--- config.mk ---
export PLATFORM = sky130hd
export DESIGN_NAME = video
export DESIGN_NICKNAME = d
export VERILOG_FILES = /design/src/rtl/video_pkg.sv /design/src/rtl/video.sv /design/src/rtl/video_dotgen.sv /design/src/rtl/video_fetch.sv /design/src/rtl/video_crtc.sv
export SDC_FILE = /design/constraint.sdc
export NUM_CORES = 1
export LEC_CHECK = 0
export ABC_AREA = 1
export BUFFER_PORTS_ARGS = -buffer_cell sky130_fd_sc_hd__clkbuf_2
export CAP_MARGIN = 10
export CELL_PAD_IN_SITES_DETAIL_PLACEMENT = 0
export CELL_PAD_IN_SITES_GLOBAL_PLACEMENT = 1
export CORE_UTILIZATION = 48
export CTS_CLUSTER_SIZE = 12
export DETAILED_ROUTE_END_ITERATION = 7
export PLACE_DENSITY_LB_ADDON = 0.1
export SLEW_MARGIN = 20
export SYNTH_ARGS = -nofsm -noshare
export SYNTH_HDL_FRONTEND = slang
export SYNTH_SLANG_ARGS = --single-unit
--- constraint.sdc ---
create_clock -name wb_clock_i -period 3.7 [get_ports wb_clock_i]
set_input_delay 0.185 -clock wb_clock_i [delete_from_list [all_inputs] [get_ports wb_clock_i]]
set_output_delay 0.185 -clock wb_clock_i [all_outputs]
set_load 0.05 [all_outputs]
--- src/rtl/video_pkg.sv ---
// ==========================================================
// Fixed PET memory map, 40-column mode only
// VRAM is 1 KiB at 8000h and the character ROM 4 KiB at C000h
// ==========================================================
package video_pkg;

    typedef logic [7:0]  data_t;        // Bus data byte
    typedef logic [15:0] wb_addr_t;     // Master bus address
    typedef logic [4:0]  reg_addr_t;    // CRTC register index
    typedef logic [13:0] ma_t;          // Refresh address, bit 12 invert, bit 13 alt charset
    typedef logic [4:0]  ra_t;          // Raster line within a row

    // CRTC register indices
    localparam reg_addr_t R_H_TOTAL     = 5'd0;
    localparam reg_addr_t R_H_DISPLAYED = 5'd1;
    localparam reg_addr_t R_H_SYNC_POS  = 5'd2;
    localparam reg_addr_t R_SYNC_WIDTH  = 5'd3;
    localparam reg_addr_t R_V_TOTAL     = 5'd4;
    localparam reg_addr_t R_V_DISPLAYED = 5'd6;
    localparam reg_addr_t R_V_SYNC_POS  = 5'd7;
    localparam reg_addr_t R_MAX_SCAN    = 5'd9;
    localparam reg_addr_t R_START_HI    = 5'd12;
    localparam reg_addr_t R_START_LO    = 5'd13;

    localparam wb_addr_t VRAM_BASE = 16'h8000;     // 1 KiB video RAM
    localparam wb_addr_t VROM_BASE = 16'hC000;     // 4 KiB character ROM

    // Character code address, one byte per cell
    function automatic wb_addr_t wb_vram_addr(input logic [9:0] ma);
        return VRAM_BASE | wb_addr_t'(ma);
    endfunction

    // Font byte address: charset, graphic, code and raster line
    function automatic wb_addr_t wb_vrom_addr(input logic chr_option, input logic graphic,
                                              input logic [6:0] code, input logic [2:0] raster);
        return VROM_BASE | wb_addr_t'({chr_option, graphic, code, raster});
    endfunction

endpackage
--- src/rtl/video.sv ---
// ==========================================================
// PET video, 40-column mode only
// Pixel and character enables come from the clock generator
// ==========================================================
`timescale 1ns/1ps

module video (
    input  logic                 wb_clock_i,
    input  logic                 rst_n_i,
    input  logic                 char_clk_en_i,   // At least 12 clocks apart
    input  logic                 pixel_clk_en_i,  // 8 per character
    input  logic                 config_crt_i,    // 0 is 12-inch, 1 is 9-inch
    input  logic                 graphic_i,
    input  video_pkg::reg_addr_t wbs_adr_i,
    input  video_pkg::data_t     wbs_dat_i,
    input  logic                 wbs_we_i,
    input  logic                 wbs_cyc_i,
    input  logic                 wbs_stb_i,
    output video_pkg::data_t     wbs_dat_o,
    output logic                 wbs_ack_o,
    output video_pkg::wb_addr_t  wbm_adr_o,
    output logic                 wbm_we_o,
    output logic                 wbm_cyc_o,
    output logic                 wbm_stb_o,
    input  video_pkg::data_t     wbm_dat_i,
    input  logic                 wbm_ack_i,
    output logic                 h_sync_o,
    output logic                 v_sync_o,
    output logic                 video_o
);

    logic             de;
    video_pkg::ma_t   ma;
    video_pkg::ra_t   ra;
    logic             crtc_h_sync;   // Active high from the CRTC
    logic             crtc_v_sync;
    video_pkg::data_t font;
    logic             reverse;
    logic             invert;

    video_crtc u_crtc (
        .wb_clock_i, .rst_n_i, .char_clk_en_i,
        .wbs_adr_i, .wbs_dat_i, .wbs_dat_o, .wbs_we_i, .wbs_cyc_i, .wbs_stb_i, .wbs_ack_o,
        .de_o(de), .ma_o(ma), .ra_o(ra),
        .h_sync_o(crtc_h_sync), .v_sync_o(crtc_v_sync)
    );

    video_fetch u_fetch (
        .wb_clock_i, .rst_n_i, .char_clk_en_i, .graphic_i,
        .ma_i(ma), .ra_i(ra),
        .wbm_adr_o, .wbm_dat_i, .wbm_we_o, .wbm_cyc_o, .wbm_stb_o, .wbm_ack_i,
        .font_o(font), .reverse_o(reverse), .invert_o(invert)
    );

    video_dotgen u_dotgen (
        .wb_clock_i, .rst_n_i, .char_clk_en_i, .pixel_clk_en_i, .config_crt_i,
        .font_i(font), .reverse_i(reverse), .invert_i(invert),
        .de_i(de), .ra_i(ra), .h_sync_i(crtc_h_sync), .v_sync_i(crtc_v_sync),
        .h_sync_o, .v_sync_o, .video_o
    );

endmodule

--- src/rtl/video_dotgen.sv ---
// ==========================================================
// Dot generator, 8 pixels per character, MSB first
// config_crt_i 0 is the 12-inch CRT, 1 the 9-inch CRT
// ==========================================================
`timescale 1ns/1ps

module video_dotgen (
    input  logic             wb_clock_i,
    input  logic             rst_n_i,
    input  logic             char_clk_en_i,   // Loads the next character
    input  logic             pixel_clk_en_i,  // Shifts one pixel
    input  logic             config_crt_i,
    input  video_pkg::data_t font_i,
    input  logic             reverse_i,
    input  logic             invert_i,
    input  logic             de_i,
    input  video_pkg::ra_t   ra_i,
    input  logic             h_sync_i,
    input  logic             v_sync_i,
    output logic             h_sync_o,
    output logic             v_sync_o,
    output logic             video_o
);
    import video_pkg::*;

    data_t sr;          // Pixel shift register
    logic  rev_q;
    logic  inv_q;
    logic  en_q;        // Displayed and inside the 8-line font
    logic  h_sync_q;
    logic  v_sync_q;
    logic  pixel;

    // Syncs and enable trail the CRTC by one character, matching the fetch
    always_ff @(posedge wb_clock_i or negedge rst_n_i) begin
        if (!rst_n_i) begin
            sr       <= '0;
            rev_q    <= 1'b0;
            inv_q    <= 1'b0;
            en_q     <= 1'b0;
            h_sync_q <= 1'b0;
            v_sync_q <= 1'b0;
        end else if (char_clk_en_i) begin
            sr       <= font_i;
            rev_q    <= reverse_i;
            inv_q    <= invert_i;
            en_q     <= de_i && !(ra_i[3] || ra_i[4]);      // Raster 8 and up is blank
            h_sync_q <= h_sync_i;
            v_sync_q <= v_sync_i;
        end else if (pixel_clk_en_i) begin
            sr <= {sr[6:0], 1'b0};
        end
    end

    // ma bit 12 low inverts the whole screen
    assign pixel = en_q && (sr[7] ^ rev_q ^ !inv_q);

    // 12-inch wants active high, 9-inch active low
    assign video_o  = pixel ^ config_crt_i;
    assign h_sync_o = h_sync_q ^ config_crt_i;
    assign v_sync_o = v_sync_q ^ config_crt_i;

endmodule

--- src/rtl/video_fetch.sv ---
// ==========================================================
// Wishbone classic read master, code then font byte
// Both reads must finish before the next character enable
// ==========================================================
`timescale 1ns/1ps

module video_fetch (
    input  logic                wb_clock_i,
    input  logic                rst_n_i,
    input  logic                char_clk_en_i,
    input  logic                graphic_i,      // Character set select
    input  video_pkg::ma_t      ma_i,
    input  video_pkg::ra_t      ra_i,
    output video_pkg::wb_addr_t wbm_adr_o,
    input  video_pkg::data_t    wbm_dat_i,
    output logic                wbm_we_o,
    output logic                wbm_cyc_o,
    output logic                wbm_stb_o,
    input  logic                wbm_ack_i,
    output video_pkg::data_t    font_o,         // Font byte for the next character
    output logic                reverse_o,      // Code bit 7
    output logic                invert_o        // ma bit 12
);
    import video_pkg::*;

    typedef enum logic [1:0] {
        IDLE,
        READ_CODE,
        READ_FONT
    } state_t;

    state_t     state;
    logic       start_q;     // CRTC position settles one cycle after the enable
    logic       chr_q;
    logic       gfx_q;
    logic       inv_q;
    logic       rev_q;
    logic [2:0] ra_q;

    assign wbm_we_o = 1'b0;  // Read only

    always_ff @(posedge wb_clock_i or negedge rst_n_i) begin
        if (!rst_n_i) begin
            state     <= IDLE;
            start_q   <= 1'b0;
            wbm_cyc_o <= 1'b0;
            wbm_stb_o <= 1'b0;
            wbm_adr_o <= '0;
            font_o    <= '0;
            reverse_o <= 1'b0;
            invert_o  <= 1'b0;
        end else begin
            start_q <= char_clk_en_i;
            case (state)
                IDLE: begin
                    if (start_q) begin
                        wbm_adr_o <= wb_vram_addr(ma_i[9:0]);
                        wbm_cyc_o <= 1'b1;
                        wbm_stb_o <= 1'b1;
                        state     <= READ_CODE;
                    end
                end
                READ_CODE: begin
                    if (wbm_ack_i) begin                    // Code in, go straight to ROM
                        wbm_adr_o <= wb_vrom_addr(chr_q, gfx_q, wbm_dat_i[6:0], ra_q);
                        state     <= READ_FONT;
                    end
                end
                READ_FONT: begin
                    if (wbm_ack_i) begin
                        font_o    <= wbm_dat_i;
                        reverse_o <= rev_q;
                        invert_o  <= inv_q;
                        wbm_cyc_o <= 1'b0;                  // Cycle end marks results valid
                        wbm_stb_o <= 1'b0;
                        state     <= IDLE;
                    end
                end
                default: state <= IDLE;
            endcase
        end
    end

    // Position and code bits kept for the font read
    always_ff @(posedge wb_clock_i) begin
        if (state == IDLE && start_q) begin
            chr_q <= ma_i[13];
            gfx_q <= graphic_i;
            inv_q <= ma_i[12];
            ra_q  <= ra_i[2:0];
        end
        if (state == READ_CODE && wbm_ack_i) begin
            rev_q <= wbm_dat_i[7];
        end
    end

    // Address held until the slave acks
    a_adr_stable: assert property (@(posedge wb_clock_i) disable iff (!rst_n_i)
        (wbm_stb_o && !wbm_ack_i) |=> $stable(wbm_adr_o));

endmodule

--- src/rtl/video_crtc.sv ---
// ==========================================================
// 6845-like CRTC, no light pen, cursor or interlace
// Register writes land on the Wishbone ack
// Sync outputs are active high, polarity is fixed downstream
// ==========================================================
`timescale 1ns/1ps

module video_crtc (
    input  logic                 wb_clock_i,
    input  logic                 rst_n_i,
    input  logic                 char_clk_en_i,   // One pulse per character time
    input  video_pkg::reg_addr_t wbs_adr_i,
    input  video_pkg::data_t     wbs_dat_i,
    output video_pkg::data_t     wbs_dat_o,
    input  logic                 wbs_we_i,
    input  logic                 wbs_cyc_i,
    input  logic                 wbs_stb_i,
    output logic                 wbs_ack_o,
    output logic                 de_o,            // Display enable
    output video_pkg::ma_t       ma_o,            // Refresh memory address
    output video_pkg::ra_t       ra_o,            // Raster address
    output logic                 h_sync_o,
    output logic                 v_sync_o
);
    import video_pkg::*;

    data_t r_h_total;
    data_t r_h_displayed;
    data_t r_h_sync_pos;
    data_t r_sync_width;          // Low nibble is the hsync width
    data_t r_v_total;
    data_t r_v_displayed;
    data_t r_v_sync_pos;
    data_t r_max_scan;
    data_t r_start_hi;
    data_t r_start_lo;

    logic       ack_q;
    data_t      h_cnt;            // Character within the line
    data_t      row_cnt;          // Character row within the frame
    ra_t        ra_cnt;           // Raster line within the row
    ma_t        ma_cnt;
    ma_t        row_start;        // Address of the first cell in this row
    logic [4:0] vs_lines;         // Vsync lines still to go

    logic       h_end;
    logic       ra_end;
    logic       row_end;
    logic       vs_start;
    data_t      next_row;
    ma_t        start_addr;
    ma_t        next_row_start;
    logic [8:0] hs_stop;

    // Slave port, ack one cycle after the strobe
    always_ff @(posedge wb_clock_i or negedge rst_n_i) begin
        if (!rst_n_i) begin
            ack_q <= 1'b0;
        end else begin
            ack_q <= wbs_cyc_i && wbs_stb_i && !ack_q;
        end
    end

    assign wbs_ack_o = ack_q;

    always_ff @(posedge wb_clock_i or negedge rst_n_i) begin
        if (!rst_n_i) begin
            r_h_total     <= '0;
            r_h_displayed <= '0;
            r_h_sync_pos  <= '0;
            r_sync_width  <= '0;
            r_v_total     <= '0;
            r_v_displayed <= '0;
            r_v_sync_pos  <= '0;
            r_max_scan    <= '0;
            r_start_hi    <= '0;
            r_start_lo    <= '0;
        end else if (ack_q && wbs_we_i) begin
            case (wbs_adr_i)
                R_H_TOTAL:     r_h_total     <= wbs_dat_i;
                R_H_DISPLAYED: r_h_displayed <= wbs_dat_i;
                R_H_SYNC_POS:  r_h_sync_pos  <= wbs_dat_i;
                R_SYNC_WIDTH:  r_sync_width  <= wbs_dat_i;
                R_V_TOTAL:     r_v_total     <= wbs_dat_i;
                R_V_DISPLAYED: r_v_displayed <= wbs_dat_i;
                R_V_SYNC_POS:  r_v_sync_pos  <= wbs_dat_i;
                R_MAX_SCAN:    r_max_scan    <= wbs_dat_i;
                R_START_HI:    r_start_hi    <= wbs_dat_i;
                R_START_LO:    r_start_lo    <= wbs_dat_i;
                default: ;                                  // Unused index ignores writes
            endcase
        end
    end

    always_comb begin
        case (wbs_adr_i)
            R_H_TOTAL:     wbs_dat_o = r_h_total;
            R_H_DISPLAYED: wbs_dat_o = r_h_displayed;
            R_H_SYNC_POS:  wbs_dat_o = r_h_sync_pos;
            R_SYNC_WIDTH:  wbs_dat_o = r_sync_width;
            R_V_TOTAL:     wbs_dat_o = r_v_total;
            R_V_DISPLAYED: wbs_dat_o = r_v_displayed;
            R_V_SYNC_POS:  wbs_dat_o = r_v_sync_pos;
            R_MAX_SCAN:    wbs_dat_o = r_max_scan;
            R_START_HI:    wbs_dat_o = r_start_hi;
            R_START_LO:    wbs_dat_o = r_start_lo;
            default:       wbs_dat_o = '0;                  // Unused index reads zero
        endcase
    end

    assign h_end          = (h_cnt == r_h_total);
    assign ra_end         = (ra_cnt == r_max_scan[4:0]);
    assign row_end        = (row_cnt == r_v_total);
    assign next_row       = row_end ? '0 : row_cnt + 8'd1;
    assign vs_start       = ra_end && (next_row == r_v_sync_pos);   // Next line opens sync row
    assign start_addr     = {r_start_hi[5:0], r_start_lo};
    assign next_row_start = row_start + ma_t'(r_h_displayed);

    // Counters step once per character time
    always_ff @(posedge wb_clock_i or negedge rst_n_i) begin
        if (!rst_n_i) begin
            h_cnt     <= '0;
            row_cnt   <= '0;
            ra_cnt    <= '0;
            ma_cnt    <= '0;
            row_start <= '0;
            vs_lines  <= '0;
        end else if (char_clk_en_i) begin
            if (!h_end) begin
                h_cnt  <= h_cnt + 8'd1;
                ma_cnt <= ma_cnt + 14'd1;
            end else begin
                h_cnt <= '0;
                if (vs_start) begin
                    vs_lines <= 5'd16;                      // Sync spans 16 raster lines
                end else if (vs_lines != 5'd0) begin
                    vs_lines <= vs_lines - 5'd1;
                end
                if (!ra_end) begin
                    ra_cnt <= ra_cnt + 5'd1;
                    ma_cnt <= row_start;                    // Same row again
                end else begin
                    ra_cnt  <= '0;
                    row_cnt <= next_row;
                    if (row_end) begin
                        row_start <= start_addr;            // New frame
                        ma_cnt    <= start_addr;
                    end else begin
                        row_start <= next_row_start;
                        ma_cnt    <= next_row_start;
                    end
                end
            end
        end
    end

    assign hs_stop  = {1'b0, r_h_sync_pos} + 9'(r_sync_width[3:0]);
    assign h_sync_o = (h_cnt >= r_h_sync_pos) && ({1'b0, h_cnt} < hs_stop);
    assign v_sync_o = (vs_lines != 5'd0);
    assign de_o     = (h_cnt < r_h_displayed) && (row_cnt < r_v_displayed);
    assign ma_o     = ma_cnt;
    assign ra_o     = ra_cnt;

    // Master must hold stb until it sees the ack
    a_ack_with_stb: assert property (@(posedge wb_clock_i) disable iff (!rst_n_i)
        wbs_ack_o |-> wbs_stb_i);

endmodule

Yosys cells after proc, flatten, opt, wreduce, memory -nomap -nowiden
Cells that the tools add are included.
W data, S select, Z words.

word-level totals
  logic and storage cells = 128
  output and inout port bits = 31
  input port bits = 31
  flip-flop bits (word level) = 185

operators by class
  $add $sub $neg = 7
  equal/unequal tests = 18
  magnitude comparators = 4
  reductions and logical operators = 38
  muxes and demuxes = 21
  bitwise gates (word level) = 5

operator list
  kind                     number
  $pmux W8 S10             1
  $mux W14                 3
  $mux W16                 2
  $mux W8                  4
  $pmux W16 S2             1
  $eq A8 B8 Y1             3
  $reduce_and A2 Y1        12
  $add A8 B1 Y8 const B    2
  $lt A8 B8 Y1             2
  $eq A5 B3 Y1 const B     3
  $eq A5 B4 Y1 const B     3
  $mux W5                  3
  $reduce_and A3 Y1        5
  $add A14 B1 Y14 const B  1
  $add A14 B8 Y14          1
  $eq A5 B2 Y1 const B     2
  $logic_and A1 B1 Y1      10
  $add A8 B4 Y9            1
  $lt A8 B9 Y1             1
  $ge A8 B8 Y1             1
  $reduce_bool A2 Y1       4
  $mux W2                  3
  $pmux W2 S3              1
  $add A5 B1 Y5 const B    1
  15 further kinds         23

Logic depth before layout (Yosys ltp)
  word-level depth = 6
  gate-level depth with buffers = 16
  depth with buffers taken out = 15

By module
A second synthesis with hierarchy kept.

second synthesis, totals
  cells, all modules = 1270
  area, all modules = 10287.4 um2

by module, submodules not included
  module        area an instance (um2)  sequential area each (um2)  cells an instance  times used
  video_crtc    8157.8                  3378.2                      1025               1
  video_fetch   1472.7                  910.9                       166                1
  video_dotgen  656.9                   325.3                       79                 1

Worst setup path after synthesis
OpenSTA, ideal clock, no wires.

  kind = register -> register
  from = reg u_crtc.r_h_sync_pos[0]
  to = reg u_dotgen.h_sync_q
  buffers on the path = 0
  setup time = 83 ps
  stages on the path, launching flop included = 14
  period minus slack after synthesis = 2370 ps
  data arrival time = 2288 ps
  slack = 1330 ps
  required time = 3617 ps
  cell sequence = dfrtp_1 > ha_1 > inv_1 > fa_1 > o21ai_0 > nand2_1 > nor2_1 > xor2_1 > ha_1 > a21oi_1 > o21ai_0 > nor2_1 > nand3_1 > o21ai_0

on the way
  word-level cells in the longest chain between the ends = 3
  elaborated cells on any way between the ends = 4
  those cells by class = 1 x add/sub; 2 x order compare; 1 x reduce/logical

ends and longest elaborated chain
  element                 RTL line            RTL
  from (decl)             video_crtc.sv:29    data_t r_h_sync_pos;
  from (signal assigned)  video_crtc.sv:82    R_H_SYNC_POS: r_h_sync_pos <= wbs_dat_i;
  $add A8 B4 Y9           video_crtc.sv:157   assign hs_stop = {1'b0, r_h_sync_pos} + 9'(r_sync_width[3:0]);
  $lt A8 B9 Y1            video_crtc.sv:158   assign h_sync_o = (h_cnt >= r_h_sync_pos) && ({1'b0, h_cnt} < hs_stop);
  $logic_and A1 B1 Y1 *   video_crtc.sv:158
  to (signal assigned)    video_dotgen.sv:48  h_sync_q <= h_sync_i;
  to (decl)               video_dotgen.sv:30  logic h_sync_q;

Mark *: on every way between the ends. The rest lies on a longest branch, timed or not.
A chain may end at the register's enable or synchronous reset.

Worst setup path after layout
Same ends and word-level chain as after synthesis.

==> qor.yml <==
result_of_the_run: "finished with violations"
failed_checks: "hold timing"
seq_area_frac_synth: 0.457
fp.coreArea_mm2: 0.0204
path_class: "flip-flop to flip-flop"
highest_count_cells_in_the_layout_ignoring_fill_and_taps: "358 x nand2_1, 176 x dfrtp_1, 130 x inv_1"
post-place-cells: 1552
fin_crit_ps: 2690
crit-reg2reg-launch: "u_crtc.r_h_sync_pos[0]"
worst_hold_slack_ps: -1.90
route.detailed.wl_per_inst_um: 17.8
grt_use_met3: 0.0540
final_nets: 1391
htreeDepth: 4
port_buffers: 58
fin_setup_tns_ps: 0
finalWirelength_um: 28300
clock-sinks: 183
antenna-diode-count: 0
slew-limit-headroom: 0.472
fill_cells: 1965
gp_routability_congestion: 0.870
timing_max_transition_violations_final: 0
rsz0062_at_grt: "no"
clock-root-buffer: "clkbuf_16"
ys_dominant_reg_cell: "dfrtp_1"
most_common_cell_after_layout_fill_and_taps_aside: "nand2_1"
synthesis_warnings: 0
resized_after_cts: 0
ir_drop_mv: 0.260
grt_pass1_wl_um: 45300
drive_above_1_share: 0.0959
post_layout_nonfiller_instances: 1594
synth_area_mm2: 0.0101
holdCritStartpoint: "wbm_dat_i[2]"
ioPinCount: 62
worstHoldPathType: "input port to flip-flop"
totalPowerFinal_mw: 6.82
route.detailed.drc: 0
number_of_flops_mapped_to_enable_cells_by_yosys: 7
number_of_vias_after_detailed_routing: 8597
die_y_um: 147
first_pass_iters: 5
first_global_vias: 8171
post_synth_main_area_contributors: "dfrtp_1 44%, nand2_1 13%, o21ai_0 6.4%, ha_1 5.8%, inv_1 4.8%"
leakage_nw: 5.43
max_freq_mhz: 372
grt_most_used_layer: "met2"
launch_point_of_the_critical_path: "u_crtc.r_h_sync_pos[0]"
kind_of_end_point_of_the_critical_path: "flip-flop"
gr-usage-met1: 0.364
timing_worst_slew_pin_value_ps: 793
dr.first_iter.drc_count: 658
floorplan.initialDensity: 0.494
ctsLongestPathBuffers: 2
die-width_um: 147
post_cts_buffers: 0
powerDensity_mw_per_mm2: 605
setup_viol: 0
cts_buffers: 17
worst_ep_required_time_ps: 4050
grt.total_usage: 0.275
syn_inst: 1252
worst_skew_pair.late_latency_ps: 440
via_per_inst: 5.39
yosysTopAreaCellShare: 0.436
grt_max_degree: 82
cts_tree: "done"
timing.critical_path.fanout_max: 4
die_area_mm2: 0.0216
area_growth_syn_to_layout_pct: 11.8
antenna_violations_before_repair: 0
clk_transition_reported_paths_ps: 80
grt_overflow_total: 0
netlist-cell-type-count: 49
final_min_period_over_clock_period: 0.726
met2_global_route_usage: 0.455
dp_hpwl_um: 20900
postSynth.asyncResetShare: 0.962
maxCapViolations: 0
finalHoldViolations: 1
yosys_register_bits: 183
ant_nets: 0
final.setup_skew_ps: 11.8
netlist.top_cell.by_area: "dfrtp_1"
synth_area_per_cell_um2: 8.06
arrival_ps: 3040
startpoint_type: "flip-flop"
std_cell_rows: 52
[critical path, cell delays in order, from the launching register on]
cell and delay (ps):
dfrtp_1 400, ha_1 190, inv_1 60, fa_1 390, o21ai_0 300, nand2_1 80, nor2_1 180, xor2_1 170
ha_1 260, a21oi_1 130, o21ai_0 100, nor2_1 110, nand3_1 90, o21ai_0 150
[cell usage after synthesis (2+ instances only)]
cell,n
ha_1,47
dfrtp_1,176
nor2_2,6
a31oi_1,13
nand2_1,358
o2111ai_1,5
clkinv_1,2
xnor2_1,19
nand3b_1,4
a22oi_1,7
and2_1,2
inv_1,130
a21oi_1,35
nor2_1,75
nand4_1,20
o211ai_1,11
a21o_1,3
buf_2,9
nor3_1,15
nand2_2,3
nand3_2,2
inv_2,8
fa_1,2
o21ai_0,129
o31ai_1,3
buf_4,5
edfxtp_1,7
nor3b_1,3
buf_6,2
o22ai_1,12
or2_2,3
a221oi_1,11
nor3_2,3
clkbuf_1,21
xor2_1,23
nor4_1,4
o21ai_1,8
nand3_1,53
o221ai_1,2
a21boi_0,2
[cells by family (layout without fill, tap and decap cells)]
family          Yosys count  count (layout)  share of synthesized area
xor+xnor                 42              42                     0.0364
compound gates          246             246                      0.140
buf+inv                 177             247                     0.0703
simple gates            554             554                      0.233
fa+ha+maj                49              49                     0.0622
flops                   183             183                      0.457
other cells               1               3                   0.000372
[routing by layer]
metal | wire (µm) | share of wire | vias up
li1 | - | - | 4269
met1 | 12700 | 0.45 | 4029
met2 | 13400 | 0.47 | 267
met3 | 1490 | 0.053 | 32
met4 | 660 | 0.023 | 0
met5 | 0 | 0 | -
[worst paths after layout]
check	end	slack (ps)	cells past startpoint
worst max-delay path	u_dotgen.h_sync_q	1010	13
min in group asynchronous	u_dotgen.sr[2]	370	2
worst min-delay path	u_fetch.font_o[2]	-2	3
worst max register to register	u_dotgen.h_sync_q	1010	13
max in group asynchronous	u_crtc.ra_o[0]	2440	3
worst min register to register	u_fetch.reverse_o	460	2
[cell type report]
cell class,instances,area (µm²),area share
Multi-Input combinational cell,894,4780,0.423
Sequential cell,183,4610,0.409
Inverter,140,526,0.0466
Timing Repair Buffer,75,462,0.0409
Clock buffer,18,439,0.0389
Tap cell,270,338,0.0299
Clock inverter,14,130,0.0115
[flip-flops by register name, indices dropped and copies added (netlist names), 2 cells and up]
signal	flops
u_dotgen.sr	8
u_crtc.r_h_displayed	8
u_crtc.r_v_total	8
u_crtc.r_v_sync_pos	8
u_crtc.r_max_scan	8
u_crtc.r_start_lo	8
u_crtc.r_h_total	8
u_fetch.wbm_adr_o	14
u_crtc.row_start	14
u_crtc.row_cnt	8
u_crtc.r_sync_width	8
u_crtc.ma_o	14
u_crtc.r_h_sync_pos	8
u_crtc.vs_lines	5
u_crtc.h_cnt	8
u_crtc.ra_o	5
u_fetch.state	2
u_crtc.r_v_displayed	8
u_fetch.ra_q	3
u_crtc.r_start_hi	8
u_fetch.font_o	8
[power by group]
part / leakage [nW] / internal (mW) / total (mW) / switching (mW)
registers: 2.35 / 2.46 / 2.91 / 0.450
logic: 2.80 / 0.732 / 2.12 / 1.39
clock network: 0.285 / 0.912 / 1.79 / 0.881
total: 5.43 / 4.11 / 6.82 / 2.72
[per-stage QoR]
step	setup WS (ps)	utilization	area [µm²]	hold WS, ps
final	1010	0.552	11300	-1.90
after global placement	1150	0.520	10600	299
after global routing	671	0.552	11300	7.45
after CTS	1000	0.552	11300	0.456
after floorplan	1330	-	10100	-111
after detailed placement	1030	0.520	10600	297
[repair_timing]
action | CTS | global route
hold buffers | 10 | 0
setup endpoints to repair | 0 | 0
endpoints found under the hold margin | 87 | 0
Note: power is estimated with default switching activity, not from simulation.
